## src/verilog/matmul_macros.svh

```systemverilog
`ifndef MATMUL_MACROS_SVH
`define MATMUL_MACROS_SVH

// element width in bits
`define MM_DWIDTH 16

// array is MM_N x MM_N, also elements per memory word
`define MM_N 4

// operand memory words
`define MM_MEM_DEPTH 16

// address bits for MM_MEM_DEPTH words
`define MM_AWIDTH 4

// last count before done, leaves room for skew plus array drain
`define MM_DONE_COUNT 18

`endif

```

## src/verilog/matmul_pkg.sv

```systemverilog
`include "matmul_macros.svh"

package matmul_pkg;

  // one matrix element
  typedef logic [`MM_DWIDTH-1:0] elem_t;

  // full precision dot product, product width
  typedef logic [2*`MM_DWIDTH-1:0] acc_t;

  // operand memory address
  typedef logic [`MM_AWIDTH-1:0] addr_t;

  // one memory word, element i at bits [i*DW +: DW]
  typedef logic [`MM_N*`MM_DWIDTH-1:0] word_t;

  // result row index
  typedef logic [$clog2(`MM_N)-1:0] row_idx_t;

  // sequencer cycle count
  typedef logic [7:0] cnt_t;

  // host write port, one strobe per memory
  typedef struct packed {
    logic  we_a;
    logic  we_b;
    addr_t addr;
    word_t data;
  } host_wr_t;

  typedef enum logic [1:0] {
    SEQ_IDLE,
    SEQ_RUN,
    SEQ_DONE
  } seq_state_t;

endpackage

```

## src/verilog/operand_ram.sv

```systemverilog
`timescale 1ns/1ps
`include "matmul_macros.svh"

module operand_ram (
  input  logic              clk,
  input  logic              i_we,
  input  matmul_pkg::addr_t i_wr_addr,
  input  matmul_pkg::word_t i_wr_data,
  input  matmul_pkg::addr_t i_rd_addr,
  output matmul_pkg::word_t o_rd_data
);

  // storage, no reset on contents
  matmul_pkg::word_t mem [`MM_MEM_DEPTH];

  // host write port
  always_ff @(posedge clk) begin
    if (i_we) begin
      mem[i_wr_addr] <= i_wr_data;
    end
  end

  // registered read, one cycle latency
  // same address as a write returns the previous word
  always_ff @(posedge clk) begin
    o_rd_data <= mem[i_rd_addr];
  end

endmodule

```

## config.mk

```make
export PLATFORM = sky130hd
export DESIGN_NAME = operand_ram
export DESIGN_NICKNAME = d
export VERILOG_FILES = /design/src/verilog/matmul_pkg.sv /design/src/verilog/operand_ram.sv
export VERILOG_INCLUDE_DIRS = /design/src /design/src/verilog
export SDC_FILE = /design/constraint.sdc
export NUM_CORES = 1
export LEC_CHECK = 0
export ABC_AREA = 0
export CORE_MARGIN = 2
export CORE_UTILIZATION = 30
export CTS_BUF_LIST = sky130_fd_sc_hd__clkbuf_8
export CTS_CLUSTER_DIAMETER = 120
export CTS_CLUSTER_SIZE = 30
export DETAILED_ROUTE_END_ITERATION = 7
export DONT_BUFFER_PORTS = 1
export SYNTH_ARGS = -nofsm -noshare
export SYNTH_HDL_FRONTEND = slang
export SYNTH_SLANG_ARGS = --single-unit
```

## constraint.sdc

```tcl
create_clock -name clk -period 12.15 [get_ports clk]
set_clock_uncertainty 0.1 [all_clocks]
set_input_delay 3.0375 -clock clk [delete_from_list [all_inputs] [get_ports clk]]
set_output_delay 3.0375 -clock clk [all_outputs]
set_load 0.005 [all_outputs]
```

* Word level (Yosys, flattened, before mapping)
Memory sizes are Yosys's and may differ from the RTL's. A register that Yosys moved wholly into a read port is not among the register bits.
Index checks and enable logic that the tools add are counted.
** Operators by class
- Multiplexer cells :: 2
** Operators by type and width (count)
- two-way mux 1 bit :: 2
** Word-level totals
- Register bits :: 0
- Memory bits (writable) :: 1024
- Output and inout bits :: 64
- Word-level logic and storage cells :: 3
- Memories kept :: 1
** Memory list
- mem :: words 16, width 64, rd ports 1, clocked after Yosys merged registers in 1, write ports 1, RTL line operand_ram.sv:14 : matmul_pkg::word_t mem [`MM_MEM_DEPTH];

* Logic depth before layout (Yosys ltp)
- Word-level depth :: 2
- Gate-level depth with buffers :: 6

* Worst setup path after synthesis
Ideal clock, no wire load.
- Path kind :: input port to flip-flop
- Start :: input i_wr_addr[2]
- End :: memory mem[0][0] in the netlist's numbering, enable pin
- Setup time :: 0.565 ns
- Data arrival time :: 7.901 ns
- Required time :: 11.485 ns
- Slack :: 3.584 ns
- Stages :: 2
- Path buffers :: 0
- Path through :: or3b_2 -> nor3_1
** RTL lines
- start: declaration :: RTL line operand_ram.sv:7 : input matmul_pkg::addr_t i_wr_addr,
- end: declaration :: RTL line operand_ram.sv:14
No word-level cell before the write port.

* Worst setup path after layout
- Start :: input i_wr_addr[3]
- End :: memory mem[5][63] in the netlist's numbering, enable pin
No word-level cell before the write port.

==> qor.yml <==
sta:
  tns_ns: 0
  max_slew.worst_pin.slew_ns: 1.230
  maxSlewViolCount: 0
  finalCritPeriodShare_pct: 39.37
  setup_violations: 0
  fmax_mhz: 209.0
  rsz0062_at_grt: "false"
  fin_crit_ns: 4.784
  slew-limit-headroom_pct: 17.99
  hold_violations: 0
drt:
  drc_errors: 0
  num_vias: 16386
  drtAntennaViolNets: 0
  first_pass_iters: 5
  drtIter0Drc: 1732
  viasPerCell: 4.793
  wirelength_um: 83130
  wl_per_cell_um: 24.31
synth:
  ys_types: 18
  synth_top_cell_by_area: "edfxtp_1"
  syn_nets: 1721
  yosys-top-cells-area: "edfxtp_1 (78%), mux4_2 (15%), dfxtp_1 (3.2%)"
  synth-seq-cells: 1088
  synthDominantCellAreaShare_pct: 77.69
  avgSynthCellArea_um2: 24.03
  yosysWarnings: 0
  synthesis.instances: 1647
  yosysSeqAreaShare_pct: 80.92
  syn_area_um2: 39580
placement:
  dp_hpwl_um: 46560
  gp_congestion: 0.6890
  port-buffer-count: 0
global_route:
  track_usage_pct: 12.09
  grt_pass1_wl_um: 121400
  grt_pass1_vias: 17364
  grt_overflow: 0
  grt_start_max_net_pins: 257
  antenna_found_initial: 1
die:
  design.die.area_um2: 134900
  die_h_um: 367.2
  fp.dieW_um: 367.2
  initial_core_util_pct: 30.18
  rows: 133
  io_pins: 138
  core_area_um2: 131100
worst_setup_path:
  endpoint_kind: "register"
  crit_required_ns: 12.39
  crit_type: "in2reg"
  critPathMaxFanout: 38
  cp.arrival_ns: 5.03
  start_kind: "primary input"
layout:
  syn_to_final_growth_pct: 7.116
  drive_gt1_share_pct: 20.75
  fin_util_pct: 32.33
  final_nets: 1703
clocking:
  htree_levels: 2
  cts_made_buffers: 42
  cts_hold_buf: 0
  tritoncts: "done"
  cts_resized: 0
  clkTransAtPathRegs_ns: 0.17
  clockBufferDepth: 3
  clk_latency_ns: 0.71
  postCtsSetupBuffers: 0
  cts_root_buf: "clkbuf_8"
  cts.sinks: 1088
power_and_ir_drop:
  leakagePower_nw: 12.61
  powerDensity_nw_per_um2: 137.5
  ir_drop_mv: 0.09282
min_path:
  hold_class: "reg2reg"
run:
  max_cap_violations: 0
run_status:
  run_status: "complete, no violations"
==> worst max-delay path: stages <==
cell and delay, ns:
nand3b_1 0.35, nor2_4 0.89, buf_4 0.67
==> cells by family (layout without fill, tap and decap cells) <==
kind of cell           Yosys count  after routing  synth area share (%)
DFF                           1088           1088                 80.92
muxes                          256            256                 14.57
AOI/OAI and AO/OA              128            128                 2.428
and+or+nand+nor                 91             91                0.9420
buffers and inverters           84            100                 1.141
other                            0              1                     0
==> final timing paths <==
path	from	slack, ns	endpoint	cells after the start
setup / recovery	i_wr_addr[3]	7.37	mem[5][63]	3
hold / removal	mem[14][9]	0.55	o_rd_data[9]	3
setup reg to reg	mem[2][41]	10.50	o_rd_data[41]	3
hold reg to reg	mem[14][9]	0.55	o_rd_data[9]	3
==> power by group <==
group / switching, mW / internal [mW]
sequential: 0.0494 / 4.19
clock: 1.02 / 0.356
combinational: 0.0961 / 0.115
==> cell usage after synthesis, drive strengths merged <==
master,instances
a22oi,128
and2,1
buf,48
clkbuf,36
dfxtp,64
edfxtp,1024
mux4,256
nand2,65
nand2b,2
nand3,1
nand3b,2
nor2,13
nor2b,2
nor3,4
or3b,1
==> sequential cells by signal, indices dropped and copies added (netlist names) <==
register	count
o_rd_data	64
mem	1024
==> metal layers <==
metal  vias up  routed length [um]  global-route usage (%)
li1       6921                   -                       -
met1      9023               35440                   16.25
met2       392               40560                   19.93
met3        50                6257                   3.364
met4         0                 871                   1.860
met5         -                   0                       0
==> placed cells by master (no fill, tap or decap), types with 4 or more instances in the layout <==
cell type,count
clkbuf_8,45
nand2_1,65
nor2_4,13
nor3_2,4
buf_4,22
a22oi_1,128
dfxtp_1,64
mux4_2,256
inv_1,32
edfxtp_1,1024
==> final cells by class <==
type | count | area [um^2]
clock inverter | 33 | 150.1
tap | 1755 | 2196
fill | 12331 | 88730
antenna | 1 | 2.502
sequential | 1088 | 32030
timing repair buffer | 22 | 165.2
clock buffer | 45 | 619.3
multi-input combinational | 475 | 7234
==> stage by stage <==
stage	power [mW]	cells	instance area, um^2	setup slack, ns	hold WS [ns]
global route	6.027	3419	42400	7.205	0.5923
detailed placement	4.548	3340	41630	6.560	0.5628
finish	5.829	3419	42400	7.366	0.5478
global placement	4.541	3340	41630	6.651	0.5551
floorplan	4.499	1647	39580	3.584	0.5349
CTS	5.893	3418	42400	7.342	0.5563
Note: power is estimated with default switching activity, not from simulation.
