$ cat config.mk
export PLATFORM = sky130hd
export DESIGN_NAME = feed_sequencer
export DESIGN_NICKNAME = d
export VERILOG_FILES = /design/src/verilog/matmul_pkg.sv /design/src/verilog/feed_sequencer.sv
export VERILOG_INCLUDE_DIRS = /design/src /design/src/verilog
export SDC_FILE = /design/constraint.sdc
export NUM_CORES = 1
export LEC_CHECK = 0
export BUFFER_PORTS_ARGS = -buffer_cell sky130_fd_sc_hd__buf_4
export CORE_AREA = 2 2 39 41
export CTS_CLUSTER_DIAMETER = 60
export CTS_CLUSTER_SIZE = 28
export DETAILED_ROUTE_END_ITERATION = 10
export DIE_AREA = 0 0 41 43
export HOLD_SLACK_MARGIN = 0.1
export PLACE_DENSITY = 0.79
export SLEW_MARGIN = 20
export SYNTH_ARGS = -nofsm -noshare
export SYNTH_HDL_FRONTEND = slang
export SYNTH_SLANG_ARGS = --single-unit
$ cat constraint.sdc
create_clock -name clk -period 1.9 [get_ports clk]
set_input_delay 0.19 -clock clk [delete_from_list [all_inputs] [get_ports clk]]
set_output_delay 0.19 -clock clk [all_outputs]
set_load 0.05 [all_outputs]
$ cat src/verilog/matmul_macros.svh
`ifndef MATMUL_MACROS_SVH
`define MATMUL_MACROS_SVH

// element width in bits
`define MM_DWIDTH 16

// array is MM_N x MM_N, also elements per memory word
`define MM_N 4

// operand memory words
`define MM_MEM_DEPTH 16

// address bits for MM_MEM_DEPTH words
`define MM_AWIDTH 4

// last count before done, leaves room for skew plus array drain
`define MM_DONE_COUNT 18

`endif

$ cat src/verilog/matmul_pkg.sv
`include "matmul_macros.svh"

package matmul_pkg;

  // one matrix element
  typedef logic [`MM_DWIDTH-1:0] elem_t;

  // full precision dot product, product width
  typedef logic [2*`MM_DWIDTH-1:0] acc_t;

  // operand memory address
  typedef logic [`MM_AWIDTH-1:0] addr_t;

  // one memory word, element i at bits [i*DW +: DW]
  typedef logic [`MM_N*`MM_DWIDTH-1:0] word_t;

  // result row index
  typedef logic [$clog2(`MM_N)-1:0] row_idx_t;

  // sequencer cycle count
  typedef logic [7:0] cnt_t;

  // host write port, one strobe per memory
  typedef struct packed {
    logic  we_a;
    logic  we_b;
    addr_t addr;
    word_t data;
  } host_wr_t;

  typedef enum logic [1:0] {
    SEQ_IDLE,
    SEQ_RUN,
    SEQ_DONE
  } seq_state_t;

endpackage

$ cat src/verilog/feed_sequencer.sv
`timescale 1ns/1ps
`include "matmul_macros.svh"

module feed_sequencer (
  input  logic              clk,
  input  logic              reset,
  input  logic              i_start,
  output matmul_pkg::addr_t o_rd_addr,
  output logic              o_feed_valid,
  output logic              o_clear,
  output logic              o_done
);

  matmul_pkg::seq_state_t state_q;
  matmul_pkg::cnt_t       cnt_q;
  logic                   rd_valid;
  logic                   feed_valid_q;
  logic                   done_q;

  // words 0..N-1 are read at counts 0..N-1
  // count 0 falls in the idle cycle where start is first seen
  assign rd_valid = i_start && (state_q != matmul_pkg::SEQ_DONE) &&
                    (cnt_q < matmul_pkg::cnt_t'(`MM_N));

  assign o_rd_addr = rd_valid ? matmul_pkg::addr_t'(cnt_q) : '0;

  // state and counter
  // dropping start returns to idle from any state
  always_ff @(posedge clk) begin
    if (reset || !i_start) begin
      state_q <= matmul_pkg::SEQ_IDLE;
      cnt_q   <= '0;
      done_q  <= 1'b0;
    end else begin
      case (state_q)
        matmul_pkg::SEQ_IDLE: begin
          state_q <= matmul_pkg::SEQ_RUN;
          cnt_q   <= cnt_q + 1'b1;
        end
        matmul_pkg::SEQ_RUN: begin
          if (cnt_q == matmul_pkg::cnt_t'(`MM_DONE_COUNT)) begin
            // array fully drained
            state_q <= matmul_pkg::SEQ_DONE;
            done_q  <= 1'b1;
          end else begin
            cnt_q <= cnt_q + 1'b1;
          end
        end
        matmul_pkg::SEQ_DONE: begin
          // hold until start drops
          done_q <= 1'b1;
        end
        default: begin
          state_q <= matmul_pkg::SEQ_IDLE;
        end
      endcase
    end
  end

  // valid follows the read address by the ram latency
  always_ff @(posedge clk) begin
    if (reset) begin
      feed_valid_q <= 1'b0;
    end else begin
      feed_valid_q <= rd_valid;
    end
  end

  assign o_feed_valid = feed_valid_q;

  // skews and accumulators zero while idle or stopping
  assign o_clear = !i_start || (state_q == matmul_pkg::SEQ_IDLE);

  assign o_done = done_q;

endmodule

# Yosys cells after proc, flatten, opt, wreduce, memory -nomap -nowiden

Cells that the tools add are included.

Add/subtract/negate cells: 1
Order comparisons: 1
Eq/ne operators: 6
Multiplexer cells: 7
Bitwise operators: 1
Reductions and logical operators: 11

Operator list:

| cell                                                                   | number |
|---|---|
| 8-bit one-hot mux with 2 select lines                                  | 1 |
| 8-bit by 1-bit adder with 8-bit output (second input constant)         | 1 |
| 8-bit by 5-bit equality test with 1-bit output (second input constant) | 1 |
| 8-bit by 3-bit < comparator with 1-bit output (second input constant)  | 1 |
| 8-bit 2-to-1 mux                                                       | 1 |
| 2-bit != test (second input constant)                                  | 3 |
| 2-bit one-hot mux with 3 select lines                                  | 1 |
| 2-bit AND reduction                                                    | 3 |
| 4-bit 2-to-1 mux                                                       | 1 |
| 2-bit nonzero test                                                     | 2 |
| 2-bit by 1-bit equality test with 1-bit output (second input constant) | 1 |
| 2-bit equality test (second input constant)                            | 1 |
| 1-bit logical AND                                                      | 2 |
| 2-bit logical NOT                                                      | 1 |
| 1-bit logical OR                                                       | 2 |
| 2-bit 2-to-1 mux                                                       | 1 |
| 1-bit one-hot mux with 2 select lines                                  | 1 |
| 1-bit logical NOT                                                      | 1 |
| 1-bit 2-to-1 mux                                                       | 1 |
| 1-bit NOT                                                              | 1 |

Register bits: 12
Bits of input ports: 3
Output and inout bits: 7

# Longest topological paths before layout

Word-level depth: 4
Depth in mapped cells: 5
Gate-level depth less buffers: 5

# Worst setup path before layout

No wires, ideal clock.

Kind: register -> output
Start point: reg cnt_q[2]
End point: out o_rd_addr[0]
Arrival time: 1494 ps
Data required time: 1710 ps
Setup slack: 216 ps
Stages on the path, launching flop included: 4
Cells stage by stage: dfxtp_1 or4_1 nor4_2 and2_1

Word-level cells in the longest chain between the ends: 3

Ends and longest elaborated chain:

| item                                          | line                 | source |
|---|---|---|
| from (decl)                                   | feed_sequencer.sv:15 | `matmul_pkg::cnt_t cnt_q;` |
| from (signal assigned)                        | feed_sequencer.sv:38 | `cnt_q <= cnt_q + 1'b1;` |
| from (signal assigned)                        | feed_sequencer.sv:46 | `cnt_q <= cnt_q + 1'b1;` |
| 8-bit by 3-bit < comparator with 1-bit output | feed_sequencer.sv:23 | `` (cnt_q < matmul_pkg::cnt_t'(`MM_N)); `` |
| 1-bit logical AND                             | feed_sequencer.sv:22 | `assign rd_valid = i_start && (state_q != matmul_pkg::SEQ_DONE) &&` |
| 4-bit 2-to-1 mux                              | feed_sequencer.sv:25 | `assign o_rd_addr = rd_valid ? matmul_pkg::addr_t'(cnt_q) : '0;` |
| to (decl)                                     | feed_sequencer.sv:8  | `output matmul_pkg::addr_t o_rd_addr,` |

Every way passes these cells.

# Worst setup path in the final report

Same ends and word-level chain as after synthesis.

==> impl_metrics.ini <==
[clock_tree]
clock_latency_ns = 0.26
root_buffer = clkbuf_4
postCtsSetupBuffers = 0
htree_levels = 1
numCtsBuffers = 3
cts.sinks = 12
cts_tree = done
cts_buffer_depth = 2
clk_pin_slew_ns = 0.07

[sta]
whs_ns = 0.369
setup_violations = 0
tightest_slew_ns = 0.530
timing.fmax_mhz = 533
finalHoldViolations = 0
slew_viol_final = 0
min_period_over_period = 0.988
fin_crit_ns = 1.88
slew-limit-headroom = 0.642
finClkSkew_ns = 0.00439

[yosys]
synth_cell_types = 31
synth-seq-cells = 12
synth_most_common_cell = dfxtp_1
synth_edf_count = 0
yosysTopAreaCellShare = 0.388
netlist_top_cells_count = dfxtp_1, nand2_1, inv_1, nand2b_1
yosys_warnings = 0
syn_area_um2 = 619
async_flop_share = 0
ys.flop_type = dfxtp_1
ys_seq_area_frac = 0.388
syn_avg_cell_area_um2 = 8.85
syn_inst = 70
yosysTopAreaCell = dfxtp_1
ys_top_cells_by_area = dfxtp_1, nand2b_1, ha_1

[placement]
gp_congestion = 0.721
dpl.hpwl_um = 874
io_buffers = 7

[finish]
final_util = 0.530
layout-drive-gt1-share = 0.241
antennaDiodeCount = 0
register_area_um2 = 245
area_delta_synth_final_pct = 18.4
multi_input_comb_area_um2 = 357
nets = 86
fillers = 138

[floorplanning]
core_mm2 = 0.00138
initial_core_util = 0.448
fp.dieH_um = 43
die_area_mm2 = 0.00176
pin_count = 10
die_w_um = 41
rows = 14

[worst_setup_path]
startpoint_type = flip-flop
criticalPathCategory = reg -> out
path_max_fanout = 7
cpMaxStageDelayCell = or4_4
crit_chain = or4_4 > nor4_4 > and2_1 > buf_6
endpoint_kind = primary output
worstPathArrival_ns = 1.69
max_stage_delay_ns = 0.55
worstPathRequired_ns = 1.71

[power]
seqPwrFrac = 0.557
clockPowerShare = 0.328
p_leak_nw = 0.270
powerDensity_mw_per_mm2 = 635
switching_power_w = 0.000120
combPwrFrac = 0.114
peakVddDrop_v = 0.000457
power.internal_w = 0.000346
switching_share = 0.257

[global_routing]
grt_pass1_vias = 444
antenna_found_initial = 0
gr-max-usage-layer = met2
met1_usage = 0.195
grt_max_degree = 9
grt_overflow = 0
grtUsageMet3 = 0.0471
grtUsageTotal = 0.159
grt_pass1_wl_mm = 1.90
use_met2 = 0.250

[route]
wl_per_cell_um = 12.5
drtIter0Drc = 10
ant_nets = 0
drt-total-wl_mm = 1.19
drtPass1Iterations = 4
viasPerCell = 5.38
num_vias = 511
drc = 0

[flow_run]
maxCapViolations = 0

[min_path]
hp-class = in -> reg

[run_status]
outcome = finished clean
-- per-stage QoR --
| stage | total power [W] | TNS, ns | setup WS [ns] | area (µm²) | cells |
|---|---|---|---|---|---|
| 3_5_place_dp | 0.000315 | 0 | 0.118 | 669 | 91 |
| 4_1_cts | 0.000467 | 0 | 0.00665 | 711 | 95 |
| 2_1_floorplan | 0.000306 | 0 | 0.216 | 623 | 71 |
| 3_3_place_gp | 0.000314 | 0 | 0.152 | 669 | 91 |
| 5_1_grt | 0.000482 | -0.0613 | -0.0313 | 733 | 95 |
| 6_report | 0.000466 | 0 | 0.0237 | 733 | 95 |
-- cell type report --
type | count | share of cell area
clock buffer | 3 | 0.0307
tap | 16 | 0.0273
multi-input combinational | 51 | 0.486
timing repair buffer | 8 | 0.0956
sequential | 12 | 0.334
inverter | 5 | 0.0256
-- worst max-delay path, delay by kind of cell (launching register included) --
kind | cells | cell delay, ns
buffers and inverters | 1 | 0.16
DFF | 1 | 0.37
and+or+nand+nor | 3 | 0.90
-- what timing repair did --
item | in CTS | in global routing
endpoints found under the hold margin | 1 | 0
pin swaps | 1 | 0
hold buffers | 1 | 0
setup endpoints to repair | 2 | 3
cloned | 0 | 0
gates resized for setup | 3 | 5
-- cells by family after synthesis --
| group | Yosys count | share of synthesized area |
|---|---|---|
| simple gates | 31 | 0.303 |
| compound gates | 12 | 0.125 |
| flops | 12 | 0.388 |
| buf+inv | 8 | 0.0727 |
| mux | 3 | 0.0505 |
| fa+ha+maj | 2 | 0.0404 |
| other cells | 1 | 0.00605 |
| xor+xnor | 1 | 0.0141 |
-- state kept, by name, summed over array words and instances (netlist names) --
name / cells
cnt_q: 8
o_done: 1
o_feed_valid: 1
state_q: 2
-- final timing paths --
path,start,end,slack [ns],depth (start not counted)
min,i_start,o_feed_valid,0.37,4
max,cnt_q[2],o_rd_addr[0],0.02,4
max reg2reg,cnt_q[1],cnt_q[1],0.19,4
min reg2reg,o_done,o_done,0.46,2
-- power by group through the flow --
stage               clock [W]  sequential, W  combinational [W]
global route         0.000164       0.000260          0.0000577
CTS                  0.000155       0.000261          0.0000516
detailed placement          0       0.000267          0.0000488
finish               0.000153       0.000260          0.0000531
global placement            0       0.000266          0.0000474
floorplan                   0       0.000269          0.0000372
-- layout by cell type, fill, tap and decap left out, types with 2 or more instances in the layout --
master,n
dfxtp_1,10
nand2_1,6
inv_1,5
nand2b_1,5
buf_4,5
a21oi_1,4
nor2_1,4
o21ai_0,3
clkbuf_4,3
nor2b_1,2
and2_1,2
nand4b_1,2
mux2i_1,2
or3_1,2
ha_1,2
conb_1,2
buf_6,2
-- metal layers --
layer  part of all wire  up-vias  routed length [µm]
li1                   -      259                   -
met2               0.51       18                 604
met1               0.43      232                 514
met3              0.045        2                  54
met4              0.014        0                  17
met5                  0        -                   0
Note: power is estimated with default switching activity, not from simulation.
