===== config.mk =====
export PLATFORM = sky130hd
export DESIGN_NAME = operand_skew
export DESIGN_NICKNAME = d
export VERILOG_FILES = /design/src/verilog/matmul_pkg.sv /design/src/verilog/operand_skew.sv
export VERILOG_INCLUDE_DIRS = /design/src /design/src/verilog
export SDC_FILE = /design/constraint.sdc
export NUM_CORES = 1
export LEC_CHECK = 0
export ABC_AREA = 1
export BUFFER_PORTS_ARGS = -buffer_cell sky130_fd_sc_hd__buf_2
export CORE_UTILIZATION = 50
export DETAILED_ROUTE_END_ITERATION = 16
export PLACE_DENSITY = 0.92
export SETUP_SLACK_MARGIN = 0.5
export SYNTH_ARGS = -nofsm -noshare
export SYNTH_HDL_FRONTEND = slang
export SYNTH_SLANG_ARGS = --single-unit

===== constraint.sdc =====
create_clock -name clk -period 1.6 [get_ports clk]
set_clock_uncertainty 0.1 [all_clocks]
set_input_delay 0 -clock clk [delete_from_list [all_inputs] [get_ports clk]]
set_output_delay 0 -clock clk [all_outputs]
set_load 0.005 [all_outputs]

===== src/verilog/matmul_macros.svh =====
`ifndef MATMUL_MACROS_SVH
`define MATMUL_MACROS_SVH

// element width in bits
`define MM_DWIDTH 16

// array is MM_N x MM_N, also elements per memory word
`define MM_N 4

// operand memory words
`define MM_MEM_DEPTH 16

// address bits for MM_MEM_DEPTH words
`define MM_AWIDTH 4

// last count before done, leaves room for skew plus array drain
`define MM_DONE_COUNT 18

`endif


===== src/verilog/matmul_pkg.sv =====
`include "matmul_macros.svh"

package matmul_pkg;

  // one matrix element
  typedef logic [`MM_DWIDTH-1:0] elem_t;

  // full precision dot product, product width
  typedef logic [2*`MM_DWIDTH-1:0] acc_t;

  // operand memory address
  typedef logic [`MM_AWIDTH-1:0] addr_t;

  // one memory word, element i at bits [i*DW +: DW]
  typedef logic [`MM_N*`MM_DWIDTH-1:0] word_t;

  // result row index
  typedef logic [$clog2(`MM_N)-1:0] row_idx_t;

  // sequencer cycle count
  typedef logic [7:0] cnt_t;

  // host write port, one strobe per memory
  typedef struct packed {
    logic  we_a;
    logic  we_b;
    addr_t addr;
    word_t data;
  } host_wr_t;

  typedef enum logic [1:0] {
    SEQ_IDLE,
    SEQ_RUN,
    SEQ_DONE
  } seq_state_t;

endpackage


===== src/verilog/operand_skew.sv =====
`timescale 1ns/1ps
`include "matmul_macros.svh"

module operand_skew (
  input  logic              clk,
  input  logic              reset,
  input  logic              i_clear,
  input  logic              i_valid,
  input  matmul_pkg::word_t i_word,
  output matmul_pkg::word_t o_lanes
);

  matmul_pkg::word_t gated;

  // zero outside the feed window so stale ram data never enters
  assign gated = i_valid ? i_word : '0;

  // lane i goes through i registers
  for (genvar i = 0; i < `MM_N; i++) begin : g_lane
    if (i == 0) begin : g_direct
      // first lane is not delayed
      assign o_lanes[0 +: `MM_DWIDTH] = gated[0 +: `MM_DWIDTH];
    end else begin : g_delay
      matmul_pkg::elem_t pipe_q [i];

      always_ff @(posedge clk) begin
        if (reset || i_clear) begin
          pipe_q <= '{default: '0};
        end else begin
          pipe_q[0] <= gated[i*`MM_DWIDTH +: `MM_DWIDTH];
          for (int s = 1; s < i; s++) begin
            pipe_q[s] <= pipe_q[s-1];
          end
        end
      end

      assign o_lanes[i*`MM_DWIDTH +: `MM_DWIDTH] = pipe_q[i-1];
    end
  end

endmodule


**Word-level counts from Yosys, hierarchy flattened**

Cells that the tools add are included.
W data, S select, Z words.

- Flip-flop bits (word level): 96
- Bits of input ports: 68
- Output and inout port bits: 64

- Mux-type cells: 1
- Bitwise gates (word level): 1
- Reduce and logical (&&, ||, !) cells: 2

Operators by type and width:

| operator | number |
|---|---|
| $mux W16 | 1 |
| $reduce_or A2 Y1 | 1 |
| $logic_or A1 B1 Y1 | 1 |
| $not A1 Y1 | 1 |

**Depth between registers and ports, before layout**

- Depth after elaboration: 2
- Depth in mapped cells: 5
- Gate-level depth less buffers: 3

**Least setup slack after synthesis**

Ideal clock, no wire load.

- Kind: input-to-reg
- Start point: in i_valid
- End point: reg g_lane[1].g_delay.pipe_q[0] (netlist bit)
- Path slack: 0.897 ns
- Stages on the path: 5
- Arrival time: 0.493 ns
- Cells stage by stage: buf_4 nand2_2 buf_6 buf_6 nor2_1

- Cells in the longest elaborated chain, start to end: 2

RTL lines:

| item | RTL line | RTL |
|---|---|---|
| from (decl) | operand_skew.sv:8 | `input logic i_valid,` |
| $not A1 Y1 (no source line) | -- |  |
| $reduce_or A2 Y1 (no source line) | -- |  |
| to (signal, indexed assignment) | operand_skew.sv:32 | `pipe_q[s] <= pipe_q[s-1];` |
| to (decl) | operand_skew.sv:24 | `matmul_pkg::elem_t pipe_q [i];` |

Every way passes these cells.
A chain may end at the register's enable or synchronous reset.

**Final worst setup path**

- Start point: reg g_lane[1].g_delay.pipe_q[1] (netlist bit)
- End point: out o_lanes[17]

RTL lines:

| item | RTL line | RTL |
|---|---|---|
| to (decl) | operand_skew.sv:10 | `output matmul_pkg::word_t o_lanes` |

No word-level cell between the ends.

==> impl_summary.md <==
Outcome
The flow ran to the end, and the final reports show no timing, DRC or antenna violations.

Min path
The tightest min-delay check is of the input port to register type. The startpoint of the worst hold path is reset. The worst hold path passes through 5 cells. The capture endpoint of the worst hold path is o_lanes[38].

Floorplanning
After floorplanning, the core was sized to cover between 5000 and 6000 sq um. The width of the die is between 80 and 90 microns. The I/O pin total is 132. The initial utilization of the core area, before any placement, comes to 0.522. The site row count is 28. The die footprint is 6570 sq um. The overall die height is roughly 81 microns.

Logic synthesis
The count of synthesis-stage warnings from yosys is 0. Counting every net in the synthesized netlist gives roughly 440. The number of distinct standard cells referenced by the synthesized netlist is 10. The cell count after synthesis is between 300 and 400.

The share of synthesized area in the top cell type comes to 0.615. For this run, the register share of the synthesized area comes to 0.615. A synthesized cell averages approximately 8.5 sq um. Sorting the synthesized cells by area gives the leading types as sky130_fd_sc_hd__dfxtp_1, sky130_fd_sc_hd__inv_1, sky130_fd_sc_hd__nor2_1, sky130_fd_sc_hd__buf_4, sky130_fd_sc_hd__buf_6.

The synthesized netlist occupies a cell area of between 3000 and 4000 sq um. The flop and latch count out of synthesis is 96. The cell type with the largest total area after synthesis is sky130_fd_sc_hd__dfxtp_1.

STA
The minimum clock period after layout is a little over 0.9 ns. Adding up every negative setup slack in the final design gives 0 ns. The share of the clock period used by the worst path after layout is 0.574. The count of endpoints failing hold in the final timing report is 0. Setup repair after global routing left no endpoint under its margin.

The worst hold slack is 0.0512 ns. The final max-slew violation count is 0. The setup violation total in the final timing report is 0.

The transition time at the pin with the least slew margin is around 0.29 ns. Timing would allow up to 1.09 GHz. In this run the tightest slew margin relative to its limit is 0.807.

CTS
In this run the deepest clock path goes through 2 buffers. TritonCTS built the clock tree. Counting the buffers created by CTS gives 9. The clock latency on the worst-skew pair is between 0.3 and 0.4 ns.

The number of gates resized after CTS is 0. In this run the clock root is driven by a sky130_fd_sc_hd__clkbuf_8. The clock slew seen by the registers of the worst setup and hold paths is 0.10 ns. The clock sink count is 96. In this run the number of H-tree levels came out at 3.

Critical path
Among all stages on the critical path, the largest delay is contributed by sky130_fd_sc_hd__dfxtp_1. Data on the critical path is required at its endpoint by approximately 1.5 ns. The count of buffer and inverter cells on the critical path is 1.

In this run the critical register-to-register path is captured at o_lanes[34]. The number of cells on the worst reg-to-reg path is 2. The kind of cell adding the most delay to the critical path is flip-flops. The critical path is of the register to primary output type.

The startpoint identified for the worst register-to-register timing path is g_lane[2].g_delay.pipe_q[18]. In this run the worst path has a maximum fanout of 1. The timing startpoint of the critical path is g_lane[1].g_delay.pipe_q[1]. The register-to-register setup slack is 0.93 ns. The highest cell delay on the worst timing path is ~0.34 ns. STA classifies the critical path startpoint as a register.

The critical path goes through buf_2. The worst endpoint data arrival time is around 0.8 ns. The worst setup path is captured at a primary output.

Drt
For this run, the detailed router's first-pass iteration total came to 4. The average vias per placed instance is around 4.1. The routed length per placed instance is 10.9 microns. The count of antenna-violating nets left after detailed routing is 0. Summing over every cut layer, the via total after detailed routing is 2,458. After detailed routing, the number of remaining DRC violations is 0. The first routing iteration left 57 violations. The final layout contains routed wiring with a total length of between 6000 and 7000 microns.

Power and ir drop
The leakage power figure is ~2.3 nW. Dividing total power by cell area gives a power density of between 900 and 1000 nW/um^2. The maximum vdd drop is ~0.00070 V.

Cells and area
The final layout contains slightly below 600 nets. The fraction of layout cells with a size suffix above 1 is 0.294. The number of inserted diodes is 0. The area of all placed cells without fillers is about 4200 sq um. From synthesis to final layout, the design area changed by 35.1%.

Run
The number of max-cap violations is 0.

Global route
The via count of the first global-routing pass is about 2,400. The maximum number of pins on one net before global-route repair is 49. The global routing stage identified its most utilized layer as met2. For this run, global-route usage on met3 was measured as 0.0472. The initial antenna violation count came to 0. For met2 alone, demand over resource in global routing was 0.408. The wire length of the first global-routing pass is about 10000 microns. For met1 alone, demand over resource in global routing was 0.185.

Summed over all layers, the global routing overflow is 0. The global-route usage over all layers is 0.210.

Place
The placed instances occupy a cell area of about 3600 sq um. The half-perimeter wire length after detailed placement is between 3000 and 4000 microns. The quantity of I/O buffers inserted on ports is approximately 130. Routability-driven placement finished with a final weighted congestion of roughly 0.8.
[routing by layer]
metal,up-vias,share of wire
met3,24,0.052
met1,1085,0.34
met5,-,0
li1,1250,-
met2,99,0.57
met4,0,0.041
[cells in the mapped netlist]
library cell,number
sky130_fd_sc_hd__nand2_2,1
sky130_fd_sc_hd__inv_1,112
sky130_fd_sc_hd__buf_6,6
sky130_fd_sc_hd__dfxtp_1,96
sky130_fd_sc_hd__buf_2,5
sky130_fd_sc_hd__nor2_1,96
sky130_fd_sc_hd__buf_4,33
sky130_fd_sc_hd__nor2_4,1
sky130_fd_sc_hd__inv_2,1
sky130_fd_sc_hd__nand2_1,16
[registers in the layout (all words and copies together) (netlist names)]
register               flops
o_lanes                   32
g_lane.g_delay.pipe_q     64
[where the power goes]
group / total, mW / leakage [nW] / switching, mW / internal, mW
Combinational: 0.342 / 1.43 / 0.147 / 0.194
Clock: 1.37 / 0.0889 / 0.805 / 0.564
Sequential: 2.44 / 0.778 / 0.0106 / 2.43
[worst min-delay path, cell delays in order]
cell,delay [ns]
sky130_fd_sc_hd__buf_2,0.10
sky130_fd_sc_hd__nor2_4,0.04
sky130_fd_sc_hd__inv_2,0.05
sky130_fd_sc_hd__buf_12,0.21
sky130_fd_sc_hd__nor2_1,0.07
[how the worst max path moves through the flow]
stage | to | slack (ns) | depth (start not counted)
2_1_floorplan | g_lane[1].g_delay.pipe_q[0] | 0.90 | 5
3_3_place_gp | g_lane[2].g_delay.pipe_q[29] | 0.75 | 4
3_5_place_dp | g_lane[2].g_delay.pipe_q[27] | 0.69 | 4
4_1_cts | o_lanes[17] | 0.68 | 1
5_1_grt | o_lanes[16] | 0.65 | 1
6_report | o_lanes[17] | 0.68 | 1
[what timing repair did]
item | 4_1_cts | 5_1_grt
buffers inserted | 0 | 0
hold buffers | 48 | 0
hold endpoints to repair | 48 | 0
[per-stage QoR]
stage / setup WS, ns / utilization / total power, mW / std cells
floorplan: 0.897 / - / 2.62 / 367
global placement: 0.749 / 0.596 / 2.73 / 532
detailed placement: 0.685 / 0.596 / 2.73 / 532
CTS: 0.683 / 0.705 / 4.17 / 596
global route: 0.651 / 0.705 / 4.34 / 596
finish: 0.682 / 0.705 / 4.15 / 596
[kinds of logic (layout without fill, tap and decap cells)]
kind of cell  count (synthesis)  after routing  share of synthesized area
simple gates                114            114                      0.140
buf+inv                     157            311                      0.245
flops                        96             96                      0.615
[area by class of cell]
cell class / count / area, sq um
clock buffer: 9 / 124
clock inverter: 7 / 48.8
fill: 449 / 1770
inverter: 113 / 424
multi-input combinational: 114 / 438
sequential: 96 / 1920
tap: 75 / 93.8
timing repair buffer: 182 / 1170
[cell usage in the layout, fill, tap and decap left out]
cell type and count:
sky130_fd_sc_hd__clkinvlp_4 1, sky130_fd_sc_hd__inv_2 1, sky130_fd_sc_hd__inv_1 112, sky130_fd_sc_hd__nand2_2 1, sky130_fd_sc_hd__nor2_1 96, sky130_fd_sc_hd__clkinv_4 3
sky130_fd_sc_hd__buf_2 131, sky130_fd_sc_hd__buf_4 2, sky130_fd_sc_hd__buf_12 1, sky130_fd_sc_hd__nor2_4 1, sky130_fd_sc_hd__dfxtp_1 96, sky130_fd_sc_hd__nand2_1 16
sky130_fd_sc_hd__clkbuf_8 9, sky130_fd_sc_hd__clkinv_2 3, sky130_fd_sc_hd__dlygate4sd3_1 48
Power figures use the tool's default switching activity.
